## config.mk

```make
export PLATFORM = sky130hd
export DESIGN_NAME = cim_row_alu
export DESIGN_NICKNAME = d
export VERILOG_FILES = /design/src/hw/cim_pkg.sv /design/src/hw/cim_row_alu.sv
export VERILOG_INCLUDE_DIRS = /design/src /design/src/include
export SDC_FILE = /design/constraint.sdc
export NUM_CORES = 1
export LEC_CHECK = 0
export CAP_MARGIN = 20
export CORE_ASPECT_RATIO = 2
export CORE_UTILIZATION = 60
export DETAILED_ROUTE_END_ITERATION = 6
export DONT_BUFFER_PORTS = 1
export PLACE_DENSITY = 0.75
export SYNTH_ARGS = -nofsm -noshare
export SYNTH_HDL_FRONTEND = slang
export SYNTH_SLANG_ARGS = --single-unit
export TNS_END_PERCENT = 50
```

## constraint.sdc

```tcl
create_clock -name vclk -period 2.85
set_input_delay 0.57 -clock vclk [all_inputs]
set_output_delay 0.57 -clock vclk [all_outputs]
set_load 0.01 [all_outputs]
```

## src/include/cim_settings.svh

```systemverilog
/*
 * compute-in-memory row controller settings
 * widths and depths shared by the package and the RTL blocks
 */
`ifndef CIM_SETTINGS_SVH
`define CIM_SETTINGS_SVH

// one row, also the Avalon data width
`define CIM_ROW_WIDTH 32

// row address into the array
`define CIM_ADDR_WIDTH 8

// number of rows held in the array
`define CIM_ROWS 256

// Avalon word address, top bit selects row load
`define CIM_BUS_ADDR_WIDTH 9

// command word fields
`define CIM_OP_WIDTH 8
`define CIM_SHAMT_WIDTH 5

`endif
```

## src/hw/cim_pkg.sv

```systemverilog
/*
 * compute-in-memory row controller types
 * command layout, internal request and control records, Avalon bundles
 */
`include "cim_settings.svh"

package cim_pkg;

    typedef logic [`CIM_ROW_WIDTH-1:0] cim_row_t;
    typedef logic [`CIM_ADDR_WIDTH-1:0] cim_addr_t;

    // opcode encodings of the row instruction set
    typedef enum logic [`CIM_OP_WIDTH-1:0] {
        OP_MOVE  = 8'h01,
        OP_ORC   = 8'h03,
        OP_ANDC  = 8'h04,
        OP_XORC  = 8'h05,
        OP_LSHFT = 8'h08,
        OP_RSHFT = 8'h09
    } cim_op_e;

    // low byte is dst for binary ops and shamt for shifts
    typedef union packed {
        cim_addr_t dst;
        struct packed {
            logic [`CIM_ADDR_WIDTH-`CIM_SHAMT_WIDTH-1:0] rsvd;
            logic [`CIM_SHAMT_WIDTH-1:0]                 shamt;
        } shift;
    } cim_cmd_low_u;

    typedef struct packed {
        cim_op_e      opcode;
        cim_addr_t    src_a;
        cim_addr_t    src_b;
        cim_cmd_low_u low;
    } cim_cmd_t;

    typedef enum logic [1:0] {
        REQ_LOAD = 2'd0,
        REQ_EXEC = 2'd1,
        REQ_READ = 2'd2
    } cim_kind_e;

    typedef struct packed {
        cim_kind_e kind;
        cim_addr_t addr;
        cim_row_t  word;
    } cim_req_t;

    typedef enum logic [2:0] {
        ALU_PASS,
        ALU_OR,
        ALU_AND,
        ALU_XOR,
        ALU_SHL,
        ALU_SHR
    } cim_alu_op_e;

    typedef struct packed {
        cim_alu_op_e                 op;
        logic [`CIM_SHAMT_WIDTH-1:0] shamt;
    } cim_alu_ctl_t;

    typedef struct packed {
        cim_addr_t addr_a;
        cim_addr_t addr_b;
    } cim_rd_t;

    typedef struct packed {
        logic      en;
        cim_addr_t addr;
        cim_row_t  data;
    } cim_wr_t;

    typedef struct packed {
        logic                           read;
        logic                           write;
        logic [`CIM_BUS_ADDR_WIDTH-1:0] address;
        cim_row_t                       writedata;
    } avmm_req_t;

    typedef struct packed {
        logic     waitrequest;
        logic     readdatavalid;
        cim_row_t readdata;
    } avmm_rsp_t;

endpackage

```

## src/hw/cim_row_alu.sv

```systemverilog
/*
 * row ALU
 * bitwise combine of two rows, or a logical shift of the first
 */
`timescale 1ns/100ps

module cim_row_alu
    import cim_pkg::*;
(
    input  cim_row_t     row_a,
    input  cim_row_t     row_b,
    input  cim_alu_ctl_t alu_ctl,
    output cim_row_t     result
);

    always_comb
    begin
        case (alu_ctl.op)
            // copy for MOVE
            ALU_PASS:
            begin
                result = row_a;
            end
            ALU_OR:
            begin
                result = row_a | row_b;
            end
            ALU_AND:
            begin
                result = row_a & row_b;
            end
            ALU_XOR:
            begin
                result = row_a ^ row_b;
            end
            // zero fill both ways
            ALU_SHL:
            begin
                result = row_a << alu_ctl.shamt;
            end
            ALU_SHR:
            begin
                result = row_a >> alu_ctl.shamt;
            end
            default:
            begin
                result = row_a;
            end
        endcase
    end

endmodule

```

==> qor.yml <==
drt_pass1_iterations: 7
dieArea_um2: 10500
crit_fanout: 92
die_w_um: 72.9
fin_ws_ps: -41.2
endpoint_kind: "output port"
p_leak_nw: 2.71
period_share_pct: 101
syn_to_final_growth_pct: 4.62
finalCoreUtilization_pct: 64.7
die_y_um: 144
ir_drop_mv: 0.123
wl_per_cell_um: 31.6
rsz0062_at_grt: "no"
postSynthAreaPerCell_um2: 7.82
p_total_mw: 1.03
antenna_cells: 0
core_um2: 9760
layout_min_cycle_time_ps: 2890
grt-ovfl-total: 0
ys_warn_count: 0
ant_nets: 0
crit_required_ps: 2280
num_vias: 7064
grt_pass1_wl_um: 40800
yosys.cell_types.count: 61
syn-cell-area_um2: 6040
drc: 12
final_cell_mix: "72 x a21oi_1, 66 x mux2_2, 65 x inv_1, 64 x ha_1, 57 x buf_4"
initial_utilization_pct: 61.8
synth_nets: 908
synth_seq_area_share_pct: 0
max_freq_mhz: 346
grt_pass1_vias: 6724
fin_nets: 885
worst_setup_path_start_kind: "primary input"
power.density_nw_per_um2: 164
io_buffers: 0
regArea_um2: 0
pin_count: 104
crit_arrival_ps: 2320
status: "finished, violations left"
tightest_slew_ps: 746
whs_ps: 1300
critPathKind: "primary input to output port"
synthCells: 772
drive_above_1_share_pct: 25.2
drv_cap: 0
maxSlewViolCount: 0
pre_cts_ws_ps: 56.7
antenna_found_initial: 3
setup_violations: 2
violations: "DRC, setup timing"
dp_cells: 879
min_path_type: "primary input to output port"
layout_commonest_cell: "a21oi_1"
num-clock-buffers: 0
report.final.hold_viol_count: 0
wl_um: 27800
finalNonFillerCells: 879
flops_and_latches: 0
fp-row-count: 51
place.gp.congestion: 1.09
drt_iter0_markers: 1146
avgViaCountPerCell: 8.04
track_usage_pct: 53.8
grt_max_degree: 93
dp_hpwl_um: 20200
timing.slew.headroom_pct: 50.3
==> path summary, 6_finish.rpt <==
check | startpoint | to | cells after the start
max | alu_ctl[0] | result[2] | 5
min | row_a[22] | result[22] | 2
==> routing by layer <==
layer,global-route usage (%),share of wire (%),vias up
met4,47.8,13,4
met5,0,0.090,-
met2,82.3,43,718
li1,-,-,2877
met3,20.7,15,256
met1,56.1,29,3209
==> critical path: stages <==
cell and delay (ps):
mux4_2 530, mux2_2 330, o211ai_1 540, a21oi_1 160, buf_4 170
==> area by class of cell <==
cell class | instances | area, µm²
Fill cell | 846 | 3450
Tap cell | 132 | 165
Timing Repair Buffer | 61 | 508
Multi-Input combinational cell | 618 | 5380
Inverter | 68 | 260
==> per-stage QoR <==
stage               setup TNS [ps]  cell area [µm²]
floorplan                        0             6040
global placement                 0             6310
detailed placement               0             6310
CTS                              0             6310
global route                     0             6320
finish                       -53.9             6320
==> repair_timing <==
| item | in CTS | in global routing |
|---|---|---|
| resized for setup | 0 | 4 |
| endpoints found under the setup margin | 0 | 3 |
| buffers inserted | 0 | 0 |
| hold buffers | 0 | 0 |
==> cells by family after synthesis <==
logic type | after synthesis | share of synthesized area (%)
multiplexers | 161 | 37.8
adder cells (fa/ha/maj) | 64 | 13.3
AND/OR/NAND/NOR | 153 | 12.0
AO/OA/AOI/OAI | 240 | 25.8
buffers and inverters | 154 | 11.2
==> where the power goes <==
part	total (mW)	switching, mW	internal [mW]
clock	0	0	0
sequential	0	0	0
combinational	1.03	0.535	0.500
==> cell usage after synthesis, drive strengths merged (2+ instances only) <==
| master | instances | area share [%] |
|---|---|---|
| nand2 | 53 | 3.3 |
| a31oi | 8 | 0.83 |
| a221oi | 6 | 0.97 |
| ha | 64 | 13 |
| nand2b | 10 | 1.0 |
| o221ai | 3 | 0.44 |
| and3 | 2 | 0.21 |
| a22oi | 6 | 0.75 |
| and2 | 3 | 0.31 |
| mux2i | 48 | 8.0 |
| nand3b | 2 | 0.25 |
| mux2 | 66 | 12 |
| nand3 | 10 | 0.83 |
| o22a | 3 | 0.44 |
| a21oi | 74 | 6.1 |
| o31ai | 5 | 0.62 |
| a222oi | 2 | 0.33 |
| or3 | 2 | 0.21 |
| nor4bb | 2 | 0.33 |
| a211oi | 8 | 0.99 |
| clkinv | 2 | 0.12 |
| inv | 66 | 4.1 |
| nor2b | 9 | 0.93 |
| clkbuf | 47 | 2.9 |
| o211a | 2 | 0.33 |
| or2 | 4 | 0.41 |
| a21o | 3 | 0.37 |
| mux4 | 47 | 18 |
| a2bb2oi | 2 | 0.29 |
| o32a | 5 | 0.83 |
| buf | 39 | 4.0 |
| nor3 | 5 | 0.41 |
| o21ai | 28 | 2.3 |
| a22o | 3 | 0.44 |
| o211ai | 21 | 2.6 |
| nand4 | 2 | 0.21 |
| o32ai | 2 | 0.29 |
| a211o | 2 | 0.29 |
| o22ai | 46 | 4.8 |
| nor2 | 44 | 2.7 |
| o221a | 3 | 0.56 |
| o2111ai | 2 | 0.29 |
Note: power is estimated with default switching activity, not from simulation.
