==> config.mk <==
export PLATFORM = sky130hd
export DESIGN_NAME = cim_sequencer
export DESIGN_NICKNAME = d
export VERILOG_FILES = /design/src/hw/cim_pkg.sv /design/src/hw/cim_sequencer.sv
export VERILOG_INCLUDE_DIRS = /design/src /design/src/include
export SDC_FILE = /design/constraint.sdc
export NUM_CORES = 1
export LEC_CHECK = 0
export BUFFER_PORTS_ARGS = -buffer_cell sky130_fd_sc_hd__buf_2
export CORE_UTILIZATION = 38
export DETAILED_ROUTE_END_ITERATION = 6
export GPL_TIMING_DRIVEN = 0
export PLACE_DENSITY = 0.82
export SLEW_MARGIN = 10
export SYNTH_ARGS = -nofsm -noshare
export SYNTH_HDL_FRONTEND = slang
export SYNTH_SLANG_ARGS = --single-unit
==> constraint.sdc <==
create_clock -name sys_clk_in -period 2.1 [get_ports sys_clk_in]
set_input_delay 0.315 -clock sys_clk_in [delete_from_list [all_inputs] [get_ports sys_clk_in]]
set_output_delay 0.315 -clock sys_clk_in [all_outputs]
set_load 0.005 [all_outputs]
==> src/include/cim_settings.svh <==
/*
 * compute-in-memory row controller settings
 * widths and depths shared by the package and the RTL blocks
 */
`ifndef CIM_SETTINGS_SVH
`define CIM_SETTINGS_SVH

// one row, also the Avalon data width
`define CIM_ROW_WIDTH 32

// row address into the array
`define CIM_ADDR_WIDTH 8

// number of rows held in the array
`define CIM_ROWS 256

// Avalon word address, top bit selects row load
`define CIM_BUS_ADDR_WIDTH 9

// command word fields
`define CIM_OP_WIDTH 8
`define CIM_SHAMT_WIDTH 5

`endif
==> src/hw/cim_pkg.sv <==
/*
 * compute-in-memory row controller types
 * command layout, internal request and control records, Avalon bundles
 */
`include "cim_settings.svh"

package cim_pkg;

    typedef logic [`CIM_ROW_WIDTH-1:0] cim_row_t;
    typedef logic [`CIM_ADDR_WIDTH-1:0] cim_addr_t;

    // opcode encodings of the row instruction set
    typedef enum logic [`CIM_OP_WIDTH-1:0] {
        OP_MOVE  = 8'h01,
        OP_ORC   = 8'h03,
        OP_ANDC  = 8'h04,
        OP_XORC  = 8'h05,
        OP_LSHFT = 8'h08,
        OP_RSHFT = 8'h09
    } cim_op_e;

    // low byte is dst for binary ops and shamt for shifts
    typedef union packed {
        cim_addr_t dst;
        struct packed {
            logic [`CIM_ADDR_WIDTH-`CIM_SHAMT_WIDTH-1:0] rsvd;
            logic [`CIM_SHAMT_WIDTH-1:0]                 shamt;
        } shift;
    } cim_cmd_low_u;

    typedef struct packed {
        cim_op_e      opcode;
        cim_addr_t    src_a;
        cim_addr_t    src_b;
        cim_cmd_low_u low;
    } cim_cmd_t;

    typedef enum logic [1:0] {
        REQ_LOAD = 2'd0,
        REQ_EXEC = 2'd1,
        REQ_READ = 2'd2
    } cim_kind_e;

    typedef struct packed {
        cim_kind_e kind;
        cim_addr_t addr;
        cim_row_t  word;
    } cim_req_t;

    typedef enum logic [2:0] {
        ALU_PASS,
        ALU_OR,
        ALU_AND,
        ALU_XOR,
        ALU_SHL,
        ALU_SHR
    } cim_alu_op_e;

    typedef struct packed {
        cim_alu_op_e                 op;
        logic [`CIM_SHAMT_WIDTH-1:0] shamt;
    } cim_alu_ctl_t;

    typedef struct packed {
        cim_addr_t addr_a;
        cim_addr_t addr_b;
    } cim_rd_t;

    typedef struct packed {
        logic      en;
        cim_addr_t addr;
        cim_row_t  data;
    } cim_wr_t;

    typedef struct packed {
        logic                           read;
        logic                           write;
        logic [`CIM_BUS_ADDR_WIDTH-1:0] address;
        cim_row_t                       writedata;
    } avmm_req_t;

    typedef struct packed {
        logic     waitrequest;
        logic     readdatavalid;
        cim_row_t readdata;
    } avmm_rsp_t;

endpackage

==> src/hw/cim_sequencer.sv <==
/*
 * command sequencer
 * steps each request through fetch and compute or retire,
 * drives the array ports, the ALU function and the completion strobes
 */
`timescale 1ns/100ps

module cim_sequencer
    import cim_pkg::*;
(
    input  logic         sys_clk_in,
    input  logic         sys_reset_in,
    input  logic         req_strobe,
    input  cim_req_t     req,
    output cim_rd_t      rd,
    output cim_wr_t      wr_ctl,
    output cim_alu_ctl_t alu_ctl,
    input  cim_row_t     alu_result,
    output logic         read_strobe,
    output logic         done_strobe
);

    typedef enum logic [1:0] {
        IDLE,
        FETCH,
        COMPUTE,
        RETIRE
    } seq_state_e;

    seq_state_e state;
    seq_state_e next_state;
    cim_cmd_t   req_cmd;
    cim_cmd_t   cmd_q;
    cim_rd_t    rd_issue;
    cim_rd_t    rd_q;
    logic       is_read_q;
    logic       start;
    logic       load_go;
    logic       op_known;
    logic       op_unary;

    assign req_cmd = cim_cmd_t'(req.word);
    assign start   = (state == IDLE) && req_strobe;
    // a load writes straight through in the strobe cycle
    assign load_go = start && (req.kind == REQ_LOAD);

    // read rows for the incoming request
    always_comb
    begin
        rd_issue.addr_a = (req.kind == REQ_READ) ? req.addr : req_cmd.src_a;
        rd_issue.addr_b = req_cmd.src_b;
    end

    // array registers the issue address at the end of the strobe cycle,
    // then keeps rereading the held address so rows stay put
    assign rd = (state == IDLE) ? rd_issue : rd_q;

    // opcode to ALU function
    always_comb
    begin
        alu_ctl.op    = ALU_PASS;
        alu_ctl.shamt = cmd_q.low.shift.shamt;
        op_known      = 1'b1;
        op_unary      = 1'b0;
        case (cmd_q.opcode)
            OP_MOVE:
            begin
                op_unary = 1'b1;
            end
            OP_ORC:   alu_ctl.op = ALU_OR;
            OP_ANDC:  alu_ctl.op = ALU_AND;
            OP_XORC:  alu_ctl.op = ALU_XOR;
            OP_LSHFT:
            begin
                alu_ctl.op = ALU_SHL;
                op_unary   = 1'b1;
            end
            OP_RSHFT:
            begin
                alu_ctl.op = ALU_SHR;
                op_unary   = 1'b1;
            end
            // anything else completes as a no-op
            default:  op_known = 1'b0;
        endcase
    end

    always_comb
    begin
        next_state = state;
        case (state)
            IDLE:
            begin
                if (start && (req.kind != REQ_LOAD))
                begin
                    next_state = FETCH;
                end
            end
            // rows valid from the array here
            FETCH:
            begin
                if (is_read_q || !op_known)
                begin
                    next_state = RETIRE;
                end
                else
                begin
                    next_state = COMPUTE;
                end
            end
            COMPUTE: next_state = IDLE;
            RETIRE:  next_state = IDLE;
            default: next_state = IDLE;
        endcase
    end

    always_ff @(posedge sys_clk_in or posedge sys_reset_in)
    begin
        if (sys_reset_in)
        begin
            state     <= IDLE;
            is_read_q <= 1'b0;
        end
        else
        begin
            state <= next_state;
            if (start)
            begin
                is_read_q <= (req.kind == REQ_READ);
            end
        end
    end

    // latched command and read addresses
    always_ff @(posedge sys_clk_in)
    begin
        if (start)
        begin
            cmd_q <= req_cmd;
            rd_q  <= rd_issue;
        end
    end

    // write port, load word or ALU result
    always_comb
    begin
        wr_ctl.en   = 1'b0;
        wr_ctl.addr = req.addr;
        wr_ctl.data = req.word;
        if (load_go)
        begin
            wr_ctl.en = 1'b1;
        end
        else if (state == COMPUTE)
        begin
            wr_ctl.en   = 1'b1;
            // unary ops land in [15:8], binary ops in [7:0]
            wr_ctl.addr = op_unary ? cmd_q.src_b : cmd_q.low.dst;
            wr_ctl.data = alu_result;
        end
    end

    assign read_strobe = (state == RETIRE) && is_read_q;
    assign done_strobe = load_go || (state == COMPUTE) || (state == RETIRE);

endmodule

==> out/qor.txt <==
Period utilisation layout = 1.07
Synth async-reset ratio = 0.0857
TritonCTS clock tree = built
Die Span Y = 77.2 um
TritonCTS buffer count = 5
Dpl cells = 384
CP top delay family = simple AND/OR/NAND/NOR gates
Fin crit period = 2240 ps
Area Overhead vs Synth = 57.6%
Biggest area consumer among synthesized cells = edfxtp_1
Fmax = 446 MHz
Setup TNS = -833 ps
Worst-path cell chain = or4_4, buf_8, o31ai_4, a31oi_1, buf_2
Antenna violations before repair = 0
Worst hold path class = input port to flop
Slew headroom = 0.487
Combinational Power Share = 0.494
Synth top area share = 0.447
Crit start category = flop
Syn_nets = 246
Largest cells by area after synthesis = edfxtp_1 (45%), mux2_2 (30%), dfrtp_1 (3.5%)
Detailed Route WL = 6.09 mm
Root Driver = clkbuf_8
Worst VDD drop = 0.445 mV
Worst skew pair latency = 280 ps
RSZ-0062 raised after global routing = yes
Fillers = 465
Core footprint = 5470 um2
Netlist cell types = 28
Fin. Hold Viols = 0
Most frequent cell after synthesis = mux2_2
Die width = 77.2 um
Port Buffers = 143
Leakage = 1.47 nW
Critical path class = flop to primary output
Drt first pass iters = 5
Syn Area/Cell = 12.7 um2
Sw Pwr = 0.00117 W
Worst-path fanout max = 5
Initial Util = 0.393
GRT met1 Usage = 0.231
Layer with the highest usage = met2
Synth top cells by count = mux2_2 (57), edfxtp_1 (32), nor2_1 (15)
Pwr Density = 1050 nW/um2
Clock share of power = 0.203
Main synth FF type = edfxtp_1
Max H-tree Level = 2
Slew Limit Fails = 0
Detailed Place HPWL = 4.61 mm
Post-Layout Cell Count = 404
CP max stage delay = 560 ps
Placer's final routability congestion estimate = 0.726
First-pass GRT wire length = 9.34 mm
Drt drc = 0
Synth Instances = 169
Gr usage total = 0.208
Max-cap violation count = 0
Status = finished, violations left
Flop pwr share = 0.303
Clock Sinks = 35
GR Overflow Total = 0
Via count = 2,030
Clk_skew = 8.46 ps
Die area = 5960 um2
CTS max path bufs = 2
Final WS setup = -143 ps
Site Rows = 27
Number of global-route vias before repair = 1,899
Post-synth EDFFs = 32
Detail Route Antenna Nets = 0
CP Capture Type = primary output
Grt met2 use = 0.397
CP max-delay cell = or4_4
Largest net degree at the start of global routing = 34
WL per Instance = 15.1 um
Share of layout cells above drive strength 1 = 0.768
Nets = 408
Final setup violation count = 10
I/O pin count = 144
CP required = 1780 ps
First DRT Iteration DRCs = 84
Clk pin slew, worst setup/hold paths = 80 ps
Int Pwr = 0.00240 W
Global routing met3 resource utilization = 0.0452
Sw frac = 0.327
Worst slew pin tran = 770 ps
Syn. warnings = 0
Power, Total = 0.00357 W
Antenna Cells = 0
Yosys reg bits = 35
Critical path buffers and inverters = 2
Fin Hold WS = 213 ps
Vias per cell = 5.02
Crit path DAT = 1930 ps
Seq/Total Area, Yosys = 0.482
Failing checks = negative setup slack
Cell area after synthesis = 2150 um2
-- state kept, by name, summed over array words and instances (netlist names) --
name,flops
rd_q,16
cmd_q,11
alu_ctl,5
state,2
is_read_q,1
-- what timing repair did --
| action | in CTS | in global routing |
|---|---|---|
| gates resized for setup | 23 | 13 |
| hold buffers | 1 | 0 |
| pin swaps | 19 | 9 |
| hold endpoints to repair | 3 | 0 |
| setup endpoints to repair | 27 | 51 |
| buffers inserted | 6 | 5 |
| gates cloned | 1 | 0 |
-- per-stage QoR --
step | setup slack (ps) | cell area [um2] | utilization
after global routing | -203 | 3390 | 0.619
after CTS | -124 | 3300 | 0.603
after floorplan | 4.01 | 2150 | -
after global placement | -387 | 2960 | 0.540
after detailed placement | -35.0 | 2960 | 0.540
final | -143 | 3390 | 0.619
-- cell type report --
cell class	count	area (um2)	area share
buffer	14	105	0.0310
clock buffer	5	68.8	0.0203
clock inverter	3	67.6	0.0199
inverter	3	11.3	0.00332
multi-input combinational	116	1170	0.344
sequential	35	1040	0.307
tap	72	90.1	0.0266
timing repair buffer	156	840	0.248
-- cell usage in the layout (no fill, tap or decap), types with 2 or more instances in the layout --
| cell | Yosys | layout |
|---|---|---|
| inv_1 | 3 | 3 |
| clkbuf_8 | 0 | 5 |
| a21oi_1 | 2 | 2 |
| bufinv_16 | 0 | 2 |
| edfxtp_1 | 32 | 32 |
| buf_2 | 6 | 146 |
| dfrtp_2 | 0 | 2 |
| mux2_2 | 57 | 57 |
| buf_4 | 6 | 17 |
| buf_6 | 1 | 2 |
| nor2_4 | 0 | 2 |
| nand4_1 | 8 | 8 |
| nor2_1 | 15 | 13 |
| o31ai_4 | 0 | 7 |
| a31oi_1 | 8 | 8 |
-- worst paths after layout --
path                               from    endpoint  slack (ps)  cells after the start
setup / recovery              cmd_q[29]  wr_ctl[34]        -140                      5
hold / removal                   req[1]  alu_ctl[1]         210                      1
setup reg to reg               state[1]   is_read_q         130                      4
hold reg to reg                state[1]    state[1]         500                      1
max in group asynchronous  sys_reset_in    state[0]        1530                      3
min in group asynchronous  sys_reset_in   is_read_q         430                      3
-- kinds of logic (layout without fill, tap and decap cells) --
group	Yosys count	after routing	synth area share
AO/OA/AOI/OAI	22	22	0.0710
XOR/XNOR	1	1	0.00408
buffers and inverters	18	181	0.0489
flip-flops	35	35	0.482
multiplexers	58	58	0.303
AND/OR/NAND/NOR	35	35	0.0908
-- worst reg2reg max path: stages (launching register included) --
cell and delay, ps:
dfrtp_2 440, buf_4 150, nor2_4 170, and2_2 690
mux2_2 410
-- routing by layer --
| layer | share of wire | vias up | wire [um] |
|---|---|---|---|
| li1 | - | 982 | - |
| met1 | 0.39 | 946 | 2370 |
| met2 | 0.54 | 100 | 3310 |
| met3 | 0.062 | 2 | 378 |
| met4 | 0.0039 | 0 | 24 |
| met5 | 0 | - | 0 |
-- power by group through the flow --
stage	Clock [W]	Combinational [W]	Sequential [W]
2_1_floorplan	0	0.000931	0.00103
3_3_place_gp	0	0.00150	0.00106
3_5_place_dp	0	0.00153	0.00106
4_1_cts	0.000736	0.00165	0.00107
5_1_grt	0.000765	0.00191	0.00110
6_report	0.000722	0.00176	0.00108
(Power assumes the default switching activity.)
