### src/include/cim_settings.svh
/*
 * compute-in-memory row controller settings
 * widths and depths shared by the package and the RTL blocks
 */
`ifndef CIM_SETTINGS_SVH
`define CIM_SETTINGS_SVH

// one row, also the Avalon data width
`define CIM_ROW_WIDTH 32

// row address into the array
`define CIM_ADDR_WIDTH 8

// number of rows held in the array
`define CIM_ROWS 256

// Avalon word address, top bit selects row load
`define CIM_BUS_ADDR_WIDTH 9

// command word fields
`define CIM_OP_WIDTH 8
`define CIM_SHAMT_WIDTH 5

`endif
### src/hw/cim_pkg.sv
/*
 * compute-in-memory row controller types
 * command layout, internal request and control records, Avalon bundles
 */
`include "cim_settings.svh"

package cim_pkg;

    typedef logic [`CIM_ROW_WIDTH-1:0] cim_row_t;
    typedef logic [`CIM_ADDR_WIDTH-1:0] cim_addr_t;

    // opcode encodings of the row instruction set
    typedef enum logic [`CIM_OP_WIDTH-1:0] {
        OP_MOVE  = 8'h01,
        OP_ORC   = 8'h03,
        OP_ANDC  = 8'h04,
        OP_XORC  = 8'h05,
        OP_LSHFT = 8'h08,
        OP_RSHFT = 8'h09
    } cim_op_e;

    // low byte is dst for binary ops and shamt for shifts
    typedef union packed {
        cim_addr_t dst;
        struct packed {
            logic [`CIM_ADDR_WIDTH-`CIM_SHAMT_WIDTH-1:0] rsvd;
            logic [`CIM_SHAMT_WIDTH-1:0]                 shamt;
        } shift;
    } cim_cmd_low_u;

    typedef struct packed {
        cim_op_e      opcode;
        cim_addr_t    src_a;
        cim_addr_t    src_b;
        cim_cmd_low_u low;
    } cim_cmd_t;

    typedef enum logic [1:0] {
        REQ_LOAD = 2'd0,
        REQ_EXEC = 2'd1,
        REQ_READ = 2'd2
    } cim_kind_e;

    typedef struct packed {
        cim_kind_e kind;
        cim_addr_t addr;
        cim_row_t  word;
    } cim_req_t;

    typedef enum logic [2:0] {
        ALU_PASS,
        ALU_OR,
        ALU_AND,
        ALU_XOR,
        ALU_SHL,
        ALU_SHR
    } cim_alu_op_e;

    typedef struct packed {
        cim_alu_op_e                 op;
        logic [`CIM_SHAMT_WIDTH-1:0] shamt;
    } cim_alu_ctl_t;

    typedef struct packed {
        cim_addr_t addr_a;
        cim_addr_t addr_b;
    } cim_rd_t;

    typedef struct packed {
        logic      en;
        cim_addr_t addr;
        cim_row_t  data;
    } cim_wr_t;

    typedef struct packed {
        logic                           read;
        logic                           write;
        logic [`CIM_BUS_ADDR_WIDTH-1:0] address;
        cim_row_t                       writedata;
    } avmm_req_t;

    typedef struct packed {
        logic     waitrequest;
        logic     readdatavalid;
        cim_row_t readdata;
    } avmm_rsp_t;

endpackage

### src/hw/cim_bus_decode.sv
/*
 * Avalon-MM request decoder
 * accepts one request at a time, sorts it into load, exec or read
 * and holds waitrequest until the sequencer has finished it
 */
`timescale 1ns/100ps
`include "cim_settings.svh"

module cim_bus_decode
    import cim_pkg::*;
(
    input  logic      sys_clk_in,
    input  logic      sys_reset_in,
    input  avmm_req_t avmm_req,
    input  logic      done_strobe,
    output logic      waitrequest,
    output logic      req_strobe,
    output cim_req_t  req
);

    logic accept;
    logic busy;
    logic done_q;

    // Avalon accept rule
    assign accept = (avmm_req.read | avmm_req.write) & ~waitrequest;

    // held off during reset, otherwise follows busy
    assign waitrequest = busy | sys_reset_in;

    always_ff @(posedge sys_clk_in or posedge sys_reset_in)
    begin
        if (sys_reset_in)
        begin
            busy       <= 1'b0;
            done_q     <= 1'b0;
            req_strobe <= 1'b0;
        end
        else
        begin
            req_strobe <= accept;
            // release one cycle after the sequencer finishes
            done_q     <= done_strobe;
            if (accept)
            begin
                busy <= 1'b1;
            end
            else if (done_q)
            begin
                busy <= 1'b0;
            end
        end
    end

    // request payload, only meaningful alongside req_strobe
    always_ff @(posedge sys_clk_in)
    begin
        if (accept)
        begin
            // write wins if the host drives both
            if (avmm_req.write)
            begin
                // top address bit marks a row load
                if (avmm_req.address[`CIM_BUS_ADDR_WIDTH-1])
                begin
                    req.kind <= REQ_LOAD;
                end
                else
                begin
                    req.kind <= REQ_EXEC;
                end
            end
            else
            begin
                req.kind <= REQ_READ;
            end
            req.addr <= avmm_req.address[`CIM_ADDR_WIDTH-1:0];
            req.word <= avmm_req.writedata;
        end
    end

endmodule

### config.mk
export PLATFORM = sky130hd
export DESIGN_NAME = cim_bus_decode
export DESIGN_NICKNAME = d
export VERILOG_FILES = /design/src/hw/cim_pkg.sv /design/src/hw/cim_bus_decode.sv
export VERILOG_INCLUDE_DIRS = /design/src /design/src/include
export SDC_FILE = /design/constraint.sdc
export NUM_CORES = 1
export LEC_CHECK = 0
export BUFFER_PORTS_ARGS = -buffer_cell sky130_fd_sc_hd__clkbuf_2
export CAP_MARGIN = 20
export CORE_ASPECT_RATIO = 0.7
export CORE_UTILIZATION = 40
export DETAILED_ROUTE_END_ITERATION = 12
export PLACE_DENSITY = 0.74
export SLEW_MARGIN = 20
export SYNTH_ARGS = -nofsm -noshare
export SYNTH_HDL_FRONTEND = slang
export SYNTH_SLANG_ARGS = --single-unit
### constraint.sdc
create_clock -name sys_clk_in -period 3 [get_ports sys_clk_in]
set_input_delay 0.15 -clock sys_clk_in [delete_from_list [all_inputs] [get_ports sys_clk_in]]
set_output_delay 0.15 -clock sys_clk_in [all_outputs]
set_load 0.01 [all_outputs]
==> impl_metrics.ini, run 1 <==
[outcome]
outcome = completed

[detailed_routing]
dr.pass1.iters = 3
vias = 855
drc_errors = 0
wl_per_cell_um = 11.8
routed_wl_um = 2350
drtAntennaViolNets = 0
drtIter0Drc = 33
post_drt_via_cell_ratio = 4.30

[global_route]
grt-ovfl-total = 0
grt_max_degree = 26
gr-usage-all-layers_pct = 13.4
grt_pass1_vias = 825
antenna_found_initial = 0
grt_pass1_wl_um = 3460

[floorplan]
rows = 17
top_level_ports = 90
fp.dieH_um = 51.2
start_util_pct = 43.0
die_w_um = 72.3
die-area_um2 = 3700
core-area_um2 = 3210

[critical_path]
reg2reg_to = req[13]
cp_max_fo = 25
criticalPathCategory = in2reg
cp-start-kind = input port
crit_arrival_ns = 1.85
path_buf_inv = 3
cpPeakStageDelay_ns = 0.53
crit_slowest_cell = dlygate4sd3_1
crit_end = req[13]
r2r_cells = 3
critPathCaptureType = flip-flop
path_delay_family = buffers and inverters
crit_path_start = sys_reset_in
path_cells = dlygate4sd3_1 > clkbuf_2 > or2_4 > nor2_4 > buf_4
r2r-start = busy
cp.required_ns = 2.96
critical_path_depth = 5
r2r_slack_ns = 1.21

[synthesis]
synth-seq-cells = 45
synth_cells = 53
yosys_warnings = 0
yosysTopAreaCellShare_pct = 91.2
syn-cell-area_um2 = 1380
ys_types = 7
yosysSeqAreaShare_pct = 96.7
yosys-top-cells-area = edfxtp_1, dfrtp_1, o22ai_2
postSynthAreaPerCell_um2 = 26.1
synth_top_cell_by_area = edfxtp_1
synthesis.nets = 99

[clock_network]
cts_tree = done
cts_max_level = 2
cts_resized = 0
clk_pin_slew_worst_paths_ns = 0.07
clk_latency_ns = 0.28
cts_buffer_depth = 2
cts_setup_buffers = 0
cts_made_buffers = 5
clock_sinks = 45
cts-root-buf = clkbuf_8

[sta]
finalMaxSlewViolations = 0
clock.fmax_mhz = 528
whs_ns = 0.0383
finalCriticalPeriod_ns = 1.89
tightest_slew_ns = 0.494
fin_skew_ns = 0.00336
tns_ns = 0
fin_crit_sh_pct = 63.1
final_hold_viol_count = 0
setup_viol_count_final = 0
setup_ws_ns = 1.11
rsz0062_at_grt = no
slew_headroom_pct = 67.0

[power_and_ir_drop]
leakage_uw = 0.000897
switching_share_pct = 19.7
p_per_area_nw_per_um2 = 634
p_seq_share_pct = 58.3
p_switching_uw = 252
finalPower_uw = 1280
comb_power_share_pct = 9.1
p_int_uw = 1030
irDropWorstVdd_mv = 0.407
clkPwrFrac_pct = 32.7

[hold_path]
min_delay_path_depth = 1
hp-class = in2reg

[placed_design]
dp_hpwl_um = 1810
pre_cts_ws_ns = 1.18
io_buffers = 89
place.gp.congestion = 0.638

[final_layout]
layout_common_cells = clkbuf_2, edfxtp_1, clkbuf_8, inv_1, dfrtp_1
nNetsFinal = 198
drive_gt1_share_pct = 65.8
area_delta_synth_final_pct = 46.3
antenna_cells = 0
final_common_cell = clkbuf_2
n_fill_cell = 242

[flow_run]
cap_violations = 0
worst min-delay path by stage:
stage / from / endpoint / slack (ns)
4_1_cts: avmm_req[26] / req[26] / 0.03
6_report: avmm_req[36] / req[36] / 0.04
5_1_grt: avmm_req[29] / req[29] / 0.02
2_1_floorplan: sys_reset_in / busy / -0.1
3_3_place_gp: sys_reset_in / busy / 0.008
3_5_place_dp: sys_reset_in / req_strobe / 0.02
timing repair:
item | 4_1_cts | 5_1_grt
hold buffers | 2 | 0
endpoints found under the setup margin | 0 | 0
endpoints found under the hold margin | 4 | 0
per-stage QoR:
stage	utilization, %	instances	cell area, µm²
global route	63.0	199	2020
CTS	63.0	199	2020
detailed placement	59.1	190	1900
finish	63.0	199	2020
global placement	59.1	190	1900
floorplan	-	53	1380
power by group through the flow:
stage | Clock (µW) | Combinational, µW | Sequential, µW
5_1_grt | 454 | 128 | 752
3_3_place_gp | 0 | 114 | 760
6_report | 419 | 117 | 748
3_5_place_dp | 0 | 117 | 762
4_1_cts | 433 | 119 | 748
2_1_floorplan | 0 | 23.9 | 783
per-layer routing:
metal / vias up / track usage, % / share of wire [%]
met1: 395 / 13.9 / 38
met4: 0 / 6.86 / 1.4
met5: - / 0 / 0
met3: 4 / 8.09 / 13
li1: 398 / - / -
met2: 58 / 21.3 / 48
cells by family after synthesis:
group | count (synthesis) | synth area share (%)
AOI/OAI and AO/OA | 1 | 0.905
and+or+nand+nor | 4 | 1.63
buffers and inverters | 3 | 0.814
DFF | 45 | 96.7
synthesized netlist by cell type:
cell type / n
or2_4: 1
inv_1: 3
dfrtp_1: 3
nor2_2: 1
nor2_1: 2
edfxtp_1: 42
o22ai_2: 1
state kept, by name (all words and copies together) (netlist names):
name and count:
req 42, req_strobe 1, done_q 1, busy 1
layout make-up:
| cell class | instances | area [µm²] | share of cell area [%] |
|---|---|---|---|
| clock buffers | 5 | 68.8 | 3.40 |
| clock inverters | 2 | 35.0 | 1.73 |
| inverters | 3 | 11.3 | 0.557 |
| multi-input cells | 5 | 40.0 | 1.98 |
| flip-flops and latches | 45 | 1340 | 66.0 |
| well taps | 47 | 58.8 | 2.91 |
| repair buffers | 92 | 473 | 23.4 |
No activity file was read; power rests on OpenSTA's default activity.
==> run 2, diff against run 1 <==
==> constraint.sdc (replaced) <==
create_clock -name sys_clk_in -period 1.8 [get_ports sys_clk_in]
set_input_delay 0.09 -clock sys_clk_in [delete_from_list [all_inputs] [get_ports sys_clk_in]]
set_output_delay 0.09 -clock sys_clk_in [all_outputs]
set_load 0.01 [all_outputs]
==> impl_metrics.ini, run 2 (synthesized netlist as in run 1, its figures left out) <==
[power_and_ir_drop]
leakage_uw = 0.00106
comb_power_share_pct = 13.3
p_seq_share_pct = 59.7
irDropWorstVdd_mv = 0.582
p_int_uw = 1640
finalPower_uw = 2090
p_per_area_nw_per_um2 = 864
clkPwrFrac_pct = 27.0
p_switching_uw = 451
switching_share_pct = 21.6

[final_layout]
stdcell_count = 241
final_common_cell = clkbuf_2
area_delta_synth_final_pct = 75.1
nNetsFinal = 239
n_fill_cell = 204
layout_common_cells = clkbuf_2, dlygate4sd3_1, edfxtp_1, clkbuf_8
largest_register_ff_count = 42
largest-register = req
antenna_cells = 0
drive_gt1_share_pct = 51.5
final_area_um2 = 2420

[floorplan]
fp.dieH_um = 51.2
core-area_um2 = 3210
die_w_um = 72.3
start_util_pct = 43.0
top_level_ports = 90
rows = 17
die-area_um2 = 3700

[critical_path]
cp-start-kind = input port
crit_path_start = sys_reset_in
critPathCaptureType = flip-flop
cp.required_ns = 1.77
cp_max_fo = 20
criticalPathCategory = in2reg
r2r-start = busy
crit_arrival_ns = 1.42

[clock_network]
clock_sinks = 45
clk_pin_slew_worst_paths_ns = 0.07
cts_made_buffers = 5
clk_latency_ns = 0.29
cts_buffer_depth = 2
cts-root-buf = clkbuf_8
cts_tree = done
cts_setup_buffers = 0
cts_max_level = 2

[detailed_routing]
met3WireLength_um = 363
drtAntennaViolNets = 0
post_drt_via_cell_ratio = 4.23
vias = 1020
drtIter0Drc = 29
met2_length_um = 1750
wl_met1_um = 1160
drc_errors = 0
routed_wl_um = 3310
highest_layer = met4
dr.pass1.iters = 4
wl_per_cell_um = 13.7

[sta]
rsz0062_at_grt = no
setup_ws_ns = 0.356
tightest_slew_ns = 0.289
setup_viol_count_final = 0
clock.fmax_mhz = 692
slew_headroom_pct = 80.7
tns_ns = 0
final_hold_viol_count = 0
fin_skew_ns = 0.00465
finalMaxSlewViolations = 0
finalCriticalPeriod_ns = 1.44
fin_crit_sh_pct = 80.2

[outcome]
outcome = completed

[global_route]
grt_max_degree = 24
grt_pass1_wl_um = 4900
antenna_found_initial = 0
grt-ovfl-total = 0
gr-usage-all-layers_pct = 19.3
grt_pass1_vias = 1101

[placed_design]
dpl_cell_area_um2 = 1920
place.gp.congestion = 0.653
io_buffers = 89
place_inst = 191
dp_hpwl_um = 1860
pre_cts_ws_ns = 0.426

[flow_run]
cap_violations = 0

[hold_path]
hp-start = avmm_req[41]
hp-class = in2reg
-- run 2: critical path: stages --
cell	delay [ns]
dlygate4sd3_1	0.54
clkbuf_2	0.12
or2_4	0.25
nor2_4	0.12
buf_4	0.29
-- run 2: power by group through the flow --
stage | combinational [µW] | sequential (µW) | clock [µW]
after detailed placement | 205 | 1270 | 0
after floorplan | 41.9 | 1300 | 0
after global placement | 199 | 1270 | 0
after CTS | 276 | 1250 | 576
after global routing | 301 | 1250 | 629
final | 279 | 1250 | 564
-- run 2: per-stage QoR --
stage / utilization (%) / hold slack, ns
2_1_floorplan: - / -0.156
3_3_place_gp: 59.8 / -0.0526
3_5_place_dp: 59.8 / -0.0424
4_1_cts: 75.4 / 0.0586
5_1_grt: 75.4 / 0.0602
6_report: 75.4 / 0.0640
-- run 2: metal layers --
metal | vias to the layer above | global-route usage (%)
met3 | 4 | 8.68
li1 | 482 | -
met1 | 471 | 17.9
met5 | - | 0
met2 | 63 | 36.6
met4 | 0 | 7.84
-- run 2: path summary, 6_finish.rpt --
| kind | end | slack, ns | cells past startpoint |
|---|---|---|---|
| setup / recovery | req[2] | 0.36 | 5 |
| setup reg to reg | req[2] | 0.40 | 3 |
| hold / removal | req[41] | 0.06 | 2 |
| hold reg to reg | busy | 0.45 | 1 |
| min in group asynchronous | busy | 0.23 | 3 |
| max in group asynchronous | req_strobe | 1.45 | 3 |
-- run 2: cell type report --
cell class                      instances  area (µm²)  area share [%]
Clock buffer                            5        68.8            2.84
Inverter                                3        11.3           0.465
Tap cell                               47        58.8            2.43
Clock inverter                          3        12.5           0.517
Timing Repair Buffer                  133         893            36.9
Multi-Input combinational cell          5        40.0            1.65
Sequential cell                        45        1340            55.2
-- run 2: repair_timing --
item,4_1_cts,5_1_grt
hold buffers,42,0
endpoints found under the hold margin,44,0
gates resized for setup,0,0
