## config.mk

```make
export PLATFORM = sky130hd
export DESIGN_NAME = cim_read_return
export DESIGN_NICKNAME = d
export VERILOG_FILES = /design/src/hw/cim_pkg.sv /design/src/hw/cim_read_return.sv
export VERILOG_INCLUDE_DIRS = /design/src /design/src/include
export SDC_FILE = /design/constraint.sdc
export NUM_CORES = 1
export LEC_CHECK = 0
export ABC_AREA = 1
export BUFFER_PORTS_ARGS = -buffer_cell sky130_fd_sc_hd__buf_2
export CAP_MARGIN = 5
export CORE_MARGIN = 10
export CORE_UTILIZATION = 35
export DETAILED_ROUTE_END_ITERATION = 10
export PLACE_DENSITY = 0.7
export SLEW_MARGIN = 25
export SYNTH_ARGS = -nofsm -noshare
export SYNTH_HDL_FRONTEND = slang
export SYNTH_SLANG_ARGS = --single-unit
```

## constraint.sdc

```tcl
create_clock -name sys_clk_in -period 0.8 [get_ports sys_clk_in]
set_input_delay 0.04 -clock sys_clk_in [delete_from_list [all_inputs] [get_ports sys_clk_in]]
set_output_delay 0.04 -clock sys_clk_in [all_outputs]
set_load 0.02 [all_outputs]
```

## src/include/cim_settings.svh

```systemverilog
/*
 * compute-in-memory row controller settings
 * widths and depths shared by the package and the RTL blocks
 */
`ifndef CIM_SETTINGS_SVH
`define CIM_SETTINGS_SVH

// one row, also the Avalon data width
`define CIM_ROW_WIDTH 32

// row address into the array
`define CIM_ADDR_WIDTH 8

// number of rows held in the array
`define CIM_ROWS 256

// Avalon word address, top bit selects row load
`define CIM_BUS_ADDR_WIDTH 9

// command word fields
`define CIM_OP_WIDTH 8
`define CIM_SHAMT_WIDTH 5

`endif
```

## src/hw/cim_pkg.sv

```systemverilog
/*
 * compute-in-memory row controller types
 * command layout, internal request and control records, Avalon bundles
 */
`include "cim_settings.svh"

package cim_pkg;

    typedef logic [`CIM_ROW_WIDTH-1:0] cim_row_t;
    typedef logic [`CIM_ADDR_WIDTH-1:0] cim_addr_t;

    // opcode encodings of the row instruction set
    typedef enum logic [`CIM_OP_WIDTH-1:0] {
        OP_MOVE  = 8'h01,
        OP_ORC   = 8'h03,
        OP_ANDC  = 8'h04,
        OP_XORC  = 8'h05,
        OP_LSHFT = 8'h08,
        OP_RSHFT = 8'h09
    } cim_op_e;

    // low byte is dst for binary ops and shamt for shifts
    typedef union packed {
        cim_addr_t dst;
        struct packed {
            logic [`CIM_ADDR_WIDTH-`CIM_SHAMT_WIDTH-1:0] rsvd;
            logic [`CIM_SHAMT_WIDTH-1:0]                 shamt;
        } shift;
    } cim_cmd_low_u;

    typedef struct packed {
        cim_op_e      opcode;
        cim_addr_t    src_a;
        cim_addr_t    src_b;
        cim_cmd_low_u low;
    } cim_cmd_t;

    typedef enum logic [1:0] {
        REQ_LOAD = 2'd0,
        REQ_EXEC = 2'd1,
        REQ_READ = 2'd2
    } cim_kind_e;

    typedef struct packed {
        cim_kind_e kind;
        cim_addr_t addr;
        cim_row_t  word;
    } cim_req_t;

    typedef enum logic [2:0] {
        ALU_PASS,
        ALU_OR,
        ALU_AND,
        ALU_XOR,
        ALU_SHL,
        ALU_SHR
    } cim_alu_op_e;

    typedef struct packed {
        cim_alu_op_e                 op;
        logic [`CIM_SHAMT_WIDTH-1:0] shamt;
    } cim_alu_ctl_t;

    typedef struct packed {
        cim_addr_t addr_a;
        cim_addr_t addr_b;
    } cim_rd_t;

    typedef struct packed {
        logic      en;
        cim_addr_t addr;
        cim_row_t  data;
    } cim_wr_t;

    typedef struct packed {
        logic                           read;
        logic                           write;
        logic [`CIM_BUS_ADDR_WIDTH-1:0] address;
        cim_row_t                       writedata;
    } avmm_req_t;

    typedef struct packed {
        logic     waitrequest;
        logic     readdatavalid;
        cim_row_t readdata;
    } avmm_rsp_t;

endpackage

```

## src/hw/cim_read_return.sv

```systemverilog
/*
 * read return
 * captures the read row and drives the readdatavalid pulse
 */
`timescale 1ns/100ps

module cim_read_return
    import cim_pkg::*;
(
    input  logic     sys_clk_in,
    input  logic     sys_reset_in,
    input  logic     read_strobe,
    input  cim_row_t row_a,
    output cim_row_t readdata,
    output logic     readdatavalid
);

    // one pulse per read, the cycle after the strobe
    always_ff @(posedge sys_clk_in or posedge sys_reset_in)
    begin
        if (sys_reset_in)
        begin
            readdatavalid <= 1'b0;
        end
        else
        begin
            readdatavalid <= read_strobe;
        end
    end

    // holds the last row read
    always_ff @(posedge sys_clk_in)
    begin
        if (read_strobe)
        begin
            readdata <= row_a;
        end
    end

endmodule

```

==> results of run 1 <==
[cells in the mapped netlist]
master    number
edfxtp_1      32
dfrtp_1        1
inv_1          1
[metal layers]
metal	track usage	vias to the layer above
met5	0	-
met4	0.05063	0
met3	0.06803	5
met2	0.1901	33
met1	0.08763	329
li1	-	352
[logic make-up (layout without fill, tap and decap cells)]
family / after synthesis / in the layout / synth area share
flops: 33 / 33 / 0.9962
buf+inv: 1 / 111 / 0.003789
[cell type report]
cell class | count | share of cell area
timing repair buffer | 102 | 0.4440
tap | 31 | 0.01983
clock buffer | 8 | 0.03007
inverter | 1 | 0.001919
sequential | 33 | 0.5042
[worst max-delay path by stage]
stage                     cells after the start    startpoint           end  slack, ns
final                                         1   readdata[4]   readdata[4]      -0.13
after global routing                          1   readdata[3]   readdata[3]      -0.18
after CTS                                     1  readdata[18]  readdata[18]      -0.14
after detailed placement                      2   read_strobe  readdata[26]       0.15
after global placement                        2   read_strobe  readdata[16]       0.16
after floorplan                               0   readdata[0]   readdata[0]       0.31
[sequential cells by signal, summed over array words and instances, names as in the netlist]
signal	count
readdata	32
readdatavalid	1
[per-stage QoR]
step                      hold slack [ns]  setup TNS [ns]  power, mW  instance area [sq um]  std cells
after global routing              0.03940          -4.764      3.880                   1956        175
after global placement            -0.1277               0      2.548                   1404        134
after floorplan                   -0.2313               0      2.297                  989.7         34
after CTS                         0.04990          -3.500      3.671                   1868        175
final                             0.05626          -3.193      3.725                   1956        175
after detailed placement          -0.1257               0      2.560                   1404        134
[power breakdown]
group          leakage [nW]  switching (mW)  internal, mW
registers             0.325          0.0543          2.05
clock network        0.0326           0.505         0.433
logic                 0.481           0.303         0.384
[timing repair]
item | 4_1_cts | 5_1_grt
hold buffers | 33 | 0
resized for setup | 24 | 28
endpoints found under the setup margin | 33 | 33
endpoints found under the hold margin | 33 | 0
==> impl_metrics.toml, run 1 <==
[drt]
wire_per_inst_microns = 16.31
drtAntennaViolNets = 0
vias_per_cell = 4.109
route.met3.wl_microns = 302
first_iter_violations = 11
post-route-drc-count = 0
wirelength_microns = 2854
wl_met2_microns = 1669
routed.top_layer = "met4"
wl_met1_microns = 840
vias = 719
drt_first_pass_iters = 3

[global_routing]
grt_max_degree = 20
first_global_vias = 834
grt_antenna_before_repair = 0
grt_pass1_wl_microns = 4167
grt_use_total = 0.1063
grt-ovfl-total = 0

[timing]
drv_slew = 0
finalHoldViolations = 0
rsz0062_at_grt = "true"
timing.final.ws_setup_ns = -0.1288
worstMarginPinSlew_ns = 0.1210
finalSetupViolCount = 33
period_share = 1.161
max_freq_ghz = 1.077
slew_headroom = 0.9199
period_needed_ns = 0.9288

[yosys]
syn_area_sq_um = 989.7
synthCells = 34
ys_ff_latch = 33
syn-num-nets = 69
synth_top_area_cell = "edfxtp_1"
yosysWarnings = 0
ys_seq_area_frac = 0.9962
avgSynthCellArea_sq_um = 29.11
synth.area.top_cells = "edfxtp_1 97%, dfrtp_1 2.5%, inv_1 0.38%"
synth_cell_types = 3
yosysTopAreaCellShare = 0.9709

[setup_path]
crit_required_ns = 0.76
cp_max_fo = 1
critPathCaptureType = "output pin"
worstSetupStartpointType = "register"
crit_type = "register to output pin"
worstPathCellList = "buf_6"
cp_top_family = "flip-flops"
worst-path-buf-inv = 1
cp_slowest_stage_delay_ns = 0.41
crit_arrival_ns = 0.89
crit_slowest_cell = "edfxtp_1"

[finish]
ff_latch_area_sq_um = 985.9
final_common_cell = "buf_2"
filler_cell_count = 179
drive_above_1_share = 0.5208
layout_common_cells = "41 x buf_2, 33 x dlygate4sd3_1, 32 x edfxtp_1, 26 x buf_6, 5 x clkbuf_4"
multi_input_area_sq_um = 0
antennaDiodeCount = 0
nMultiInputCombCells = 0
fin_util = 0.7153
fin_nets = 178
syn2layout_area_growth_pct = 97.60

[clock_network]
htree_num_levels = 2
cts_sinks = 33
ctsRootBufferMaster = "clkbuf_4"
clk_pin_slew_ns = 0.10
cts_max_path_buffers = 2
tritoncts = "built"
post-cts-setup-buffer-count = 0
numCtsBuffers = 5

[run_status]
violations = "setup timing"
status = "finished with violations"

[floorplanning]
rows = 19
die_area_sq_um = 5355
io_pins = 68
die_w_microns = 73.18
die_h_microns = 73.18
core_area_sq_um = 2734
start_util = 0.3620

[min_path]
hp-class = "primary input to register"
hold_path_depth = 2
whs_endpoint = "readdatavalid"
hp-start = "read_strobe"

[placement]
place_congestion = 0.6446
preCtsSetupSlack_ns = 0.1468
portBuffers = 67

[pwr]
power_leakage_nw = 0.8379
peakVddDrop_mv = 1.735
power_density_nw_per_um2 = 1905

[job]
max_cap_violations = 0
Power figures use the tool's default switching activity.
==> run 2, diff against run 1 <==
--- a/config.mk
+++ b/config.mk
@@ -13,6 +13,7 @@
 export CORE_UTILIZATION = 35
 export DETAILED_ROUTE_END_ITERATION = 10
 export PLACE_DENSITY = 0.7
+export RECOVER_POWER = 100
 export SLEW_MARGIN = 25
 export SYNTH_ARGS = -nofsm -noshare
 export SYNTH_HDL_FRONTEND = slang
==> run 2 against run 1 <==
Against the previous run:
- the flow still finishes with violations (setup timing)
- largest power group unchanged
- critical path type unchanged
- die area is the same
- worst hold slack gained 0.040 ns
- highest routed layer unchanged
- setup slack is essentially flat
- critical path depth is the same
- global-route usage is the same
==> impl_metrics.toml, run 2 (synthesis results as in run 1) <==
[pwr]
peakVddDrop_mv = 1.747
power_density_nw_per_um2 = 1930
power_leakage_nw = 0.8190

[floorplanning]
die_area_sq_um = 5355
die_w_microns = 73.18
core_area_sq_um = 2734
io_pins = 68
die_h_microns = 73.18
rows = 19
start_util = 0.3620

[drt]
route.met3.wl_microns = 299
vias = 726
wirelength_microns = 2876
wl_met1_microns = 848
post-route-drc-count = 0
vias_per_cell = 4.149
routed.top_layer = "met4"
wl_met2_microns = 1687
drtAntennaViolNets = 0
drt_first_pass_iters = 4
wire_per_inst_microns = 16.43
first_iter_violations = 19

[timing]
finalHoldViolations = 0
rsz0062_at_grt = "true"
drv_slew = 0
max_freq_ghz = 1.077
timing.final.ws_setup_ns = -0.1285
slew_headroom = 0.5183
period_needed_ns = 0.9285
finalSetupViolCount = 33
fin_setup_tns_ns = -3.226
period_share = 1.161
worstMarginPinSlew_ns = 0.7225

[setup_path]
worst-path-buf-inv = 1
crit_required_ns = 0.76
critPathCaptureType = "output pin"
cp_slowest_stage_delay_ns = 0.41
path_depth = 1
worstSetupStartpointType = "register"
crit_end = "readdata[4]"
cp_max_fo = 1
worstPathCellList = "buf_6"
crit_start = "readdata[4]"
crit_slowest_cell = "edfxtp_1"
crit_type = "register to output pin"
cp_top_family = "flip-flops"
crit_arrival_ns = 0.89

[finish]
drive_above_1_share = 0.5000
nMultiInputCombCells = 0
multi_input_area_sq_um = 0
top_register = "readdata"
layout_common_cells = "39 x buf_2, 33 x dlygate4sd3_1, 32 x edfxtp_1, 26 x buf_6"
antennaDiodeCount = 0
final_common_cell = "buf_2"
largest_register_ff_count = 32
filler_cell_count = 186
fin_util = 0.7030
largest_registers = "readdata (32), readdatavalid (1)"
fin_nets = 178
syn2layout_area_growth_pct = 94.18

[global_routing]
grt_use_total = 0.1063
grt_antenna_before_repair = 0
grt_max_degree = 20
first_global_vias = 834
grt-ovfl-total = 0
grt_pass1_wl_microns = 4167

[clock_network]
clk_pin_slew_ns = 0.10
ctsRootBufferMaster = "clkbuf_4"
numCtsBuffers = 5
post-cts-setup-buffer-count = 0
cts_max_path_buffers = 2
tritoncts = "built"
cts_sinks = 33
htree_num_levels = 2

[min_path]
hp-class = "primary input to async pin"

[run_status]
status = "finished with violations"
violations = "setup timing"

[job]
max_cap_violations = 0

[placement]
portBuffers = 67
preCtsSetupSlack_ns = 0.1468
place_congestion = 0.6446
==> run 2: cell count changes in the layout (fill, tap and decap cells not counted), sizes merged <==
cell,previous run,this run
buf,69,65
clkbuf,8,12
==> run 2: repair_timing <==
item | CTS | global route
gates resized for setup | 24 | 28
setup endpoints to repair | 33 | 33
endpoints found under the hold margin | 33 | 0
hold buffers | 33 | 0
==> run 2: through the flow <==
| step | power [mW] | area, sq um | instances | hold slack, ns |
|---|---|---|---|---|
| global route | 3.859 | 1922 | 175 | 0.07341 |
| detailed placement | 2.560 | 1404 | 134 | -0.1257 |
| CTS | 3.671 | 1868 | 175 | 0.04990 |
| finish | 3.710 | 1922 | 175 | 0.09654 |
| floorplan | 2.297 | 989.7 | 34 | -0.2313 |
| global placement | 2.548 | 1404 | 134 | -0.1277 |
==> run 2: worst min-delay path, cell delays in order <==
cell and delay [ns]:
dlygate4sd3_1 0.54, buf_2 0.12, inv_1 0.05
==> run 2: where the power goes <==
group | switching (mW) | internal (mW)
Combinational | 0.301 | 0.365
Clock | 0.510 | 0.433
Sequential | 0.0542 | 2.05
Total | 0.865 | 2.84
==> run 2: area by class of cell <==
| cell class | count | area (sq um) | share of cell area |
|---|---|---|---|
| Timing Repair Buffer | 102 | 834.6 | 0.4342 |
| Sequential cell | 33 | 985.9 | 0.5130 |
| Clock buffer | 8 | 58.81 | 0.03060 |
| Inverter | 1 | 3.754 | 0.001953 |
| Tap cell | 31 | 38.79 | 0.02018 |
==> run 2: worst min-delay path by stage <==
| stage | start | to | slack (ns) | cells after the start |
|---|---|---|---|---|
| floorplan | sys_reset_in | readdatavalid | -0.23 | 1 |
| global placement | sys_reset_in | readdatavalid | -0.13 | 2 |
| detailed placement | sys_reset_in | readdatavalid | -0.13 | 2 |
| CTS | read_strobe | readdatavalid | 0.05 | 2 |
| global route | sys_reset_in | readdatavalid | 0.07 | 3 |
| finish | sys_reset_in | readdatavalid | 0.1 | 3 |
==> run 2: metal layers <==
layer	up-vias	global-route usage
met4	0	0.05063
li1	352	-
met5	-	0
met3	5	0.06803
met1	336	0.08763
met2	33	0.1901
==> run 3, diff against run 2 <==
--- a/config.mk
+++ b/config.mk
@@ -12,7 +12,7 @@
 export CORE_MARGIN = 10
 export CORE_UTILIZATION = 35
 export DETAILED_ROUTE_END_ITERATION = 10
-export PLACE_DENSITY = 0.7
+export PLACE_DENSITY = 0.72
 export RECOVER_POWER = 100
 export SLEW_MARGIN = 25
 export SYNTH_ARGS = -nofsm -noshare
==> run 3 against run 2 <==
Against the previous run:
- the run still ends with setup timing left
- global-route usage grew 0.39 points
- critical path depth is the same
- final area grew 0.91%
- maximum frequency grew 0.16%
==> impl_metrics.toml, run 3 (synthesis results as in run 1) <==
[run_status]
status = "finished with violations"
violations = "setup timing"

[global_routing]
grt_use_met3 = 0.04490
grt_pass1_wl_microns = 4291
first_global_vias = 836
grt_antenna_before_repair = 0
grt-ovfl-total = 0
grt_use_total = 0.1101
grt_max_degree = 21
grt_util_met1 = 0.08511
grt_use_met2 = 0.2225
top_usage_layer = "met2"

[timing]
finalSetupViolCount = 33
rsz0062_at_grt = "true"
period_needed_ns = 0.9271
timing.final.ws_setup_ns = -0.1271
max_freq_ghz = 1.079
period_share = 1.159
worstMarginPinSlew_ns = 0.6398
drv_slew = 0
slew_headroom = 0.5735
hold_slack_ns = 0.07218
finalHoldViolations = 0

[finish]
antennaDiodeCount = 0
largest_registers = "readdata (32), readdatavalid (1)"
top_register = "readdata"
multi_input_area_sq_um = 0
ff_latch_area_sq_um = 985.9
syn2layout_area_growth_pct = 95.95
filler_cell_count = 179
fin_nets = 178
nMultiInputCombCells = 0
final_common_cell = "buf_2"
layout_common_cells = "40 x buf_2, 33 x dlygate4sd3_1, 32 x edfxtp_1, 26 x buf_6, 5 x clkbuf_4"
largest_register_ff_count = 32
final_cells = 175
drive_above_1_share = 0.5069
fin_area_sq_um = 1939

[drt]
wirelength_microns = 2880
first_iter_violations = 45
vias_per_cell = 4.211
drtAntennaViolNets = 0
post-route-drc-count = 0
vias = 737
drt_first_pass_iters = 3
wire_per_inst_microns = 16.46

[placement]
post_dp_cell_area_sq_um = 1404
dp_hpwl_microns = 1956
dp_cells = 134
place_congestion = 0.6913
preCtsSetupSlack_ns = 0.1366
portBuffers = 67

[setup_path]
crit_required_ns = 0.76
cp_top_family = "flip-flops"
worst-path-buf-inv = 1
cp_max_fo = 1
worstSetupStartpointType = "register"
crit_slowest_cell = "edfxtp_1"
crit_type = "register to output pin"
critPathCaptureType = "output pin"
cp_slowest_stage_delay_ns = 0.41
crit_arrival_ns = 0.89
worstPathCellList = "buf_6"

[pwr]
peakVddDrop_mv = 1.807
power_leakage_nw = 0.8291
p_total_mw = 3.932
power_density_nw_per_um2 = 2027

[floorplanning]
die_h_microns = 73.18
rows = 19
die_w_microns = 73.18
core_area_sq_um = 2734
io_pins = 68
die_area_sq_um = 5355
start_util = 0.3620

[clock_network]
cts_sinks = 33
cts_max_path_buffers = 2
tritoncts = "built"
post-cts-setup-buffer-count = 0
ctsRootBufferMaster = "clkbuf_4"
clk_pin_slew_ns = 0.10
htree_num_levels = 2
numCtsBuffers = 5

[min_path]
hp-class = "primary input to async pin"

[job]
max_cap_violations = 0
## run 3: cell types whose count changed in the layout (fill, tap and decap cells not counted)
| cell | change |
|---|---|
| clkbuf_1 | -2 |
| buf_2 | +1 |
| bufinv_16 | +1 |
| clkbuf_8 | -1 |
| clkinv_1 | +1 |
## run 3: how the worst max path moves through the flow
stage                             from            to  slack (ns)  depth (start not counted)
final                      readdata[3]   readdata[3]       -0.13                          1
after global routing       readdata[3]   readdata[3]       -0.19                          1
after CTS                 readdata[21]  readdata[21]       -0.15                          1
after detailed placement   read_strobe  readdata[16]        0.14                          2
after global placement     read_strobe  readdata[27]        0.16                          2
after floorplan            readdata[0]   readdata[0]        0.31                          0
## run 3: power breakdown
group	switching, mW	leakage (nW)	internal [mW]
logic	0.300	0.464	0.365
clock network	0.512	0.0399	0.650
registers	0.0569	0.325	2.05
## run 3: routing by layer
layer,share of wire,wire [microns]
met1,0.28,799
met2,0.65,1881
met3,0.057,165
met4,0.012,35
met5,0,0
## run 3: cell type report
cell class	count	area share
clock buffer	6	0.02129
clock inverter	2	0.01742
inverter	1	0.001935
sequential	33	0.5084
tap	31	0.02000
timing repair buffer	102	0.4310
## run 3: through the flow
stage	utilization	setup TNS, ns
6_report	0.7094	-3.233
5_1_grt	0.7094	-5.269
4_1_cts	0.6892	-3.900
3_5_place_dp	0.5135	0
3_3_place_gp	0.5135	0
2_1_floorplan	-	0
## run 3: timing repair
item,CTS,global route
endpoints found under the setup margin,33,33
hold buffers,33,0
endpoints found under the hold margin,33,0
gates resized for setup,24,28
gates cloned,0,0
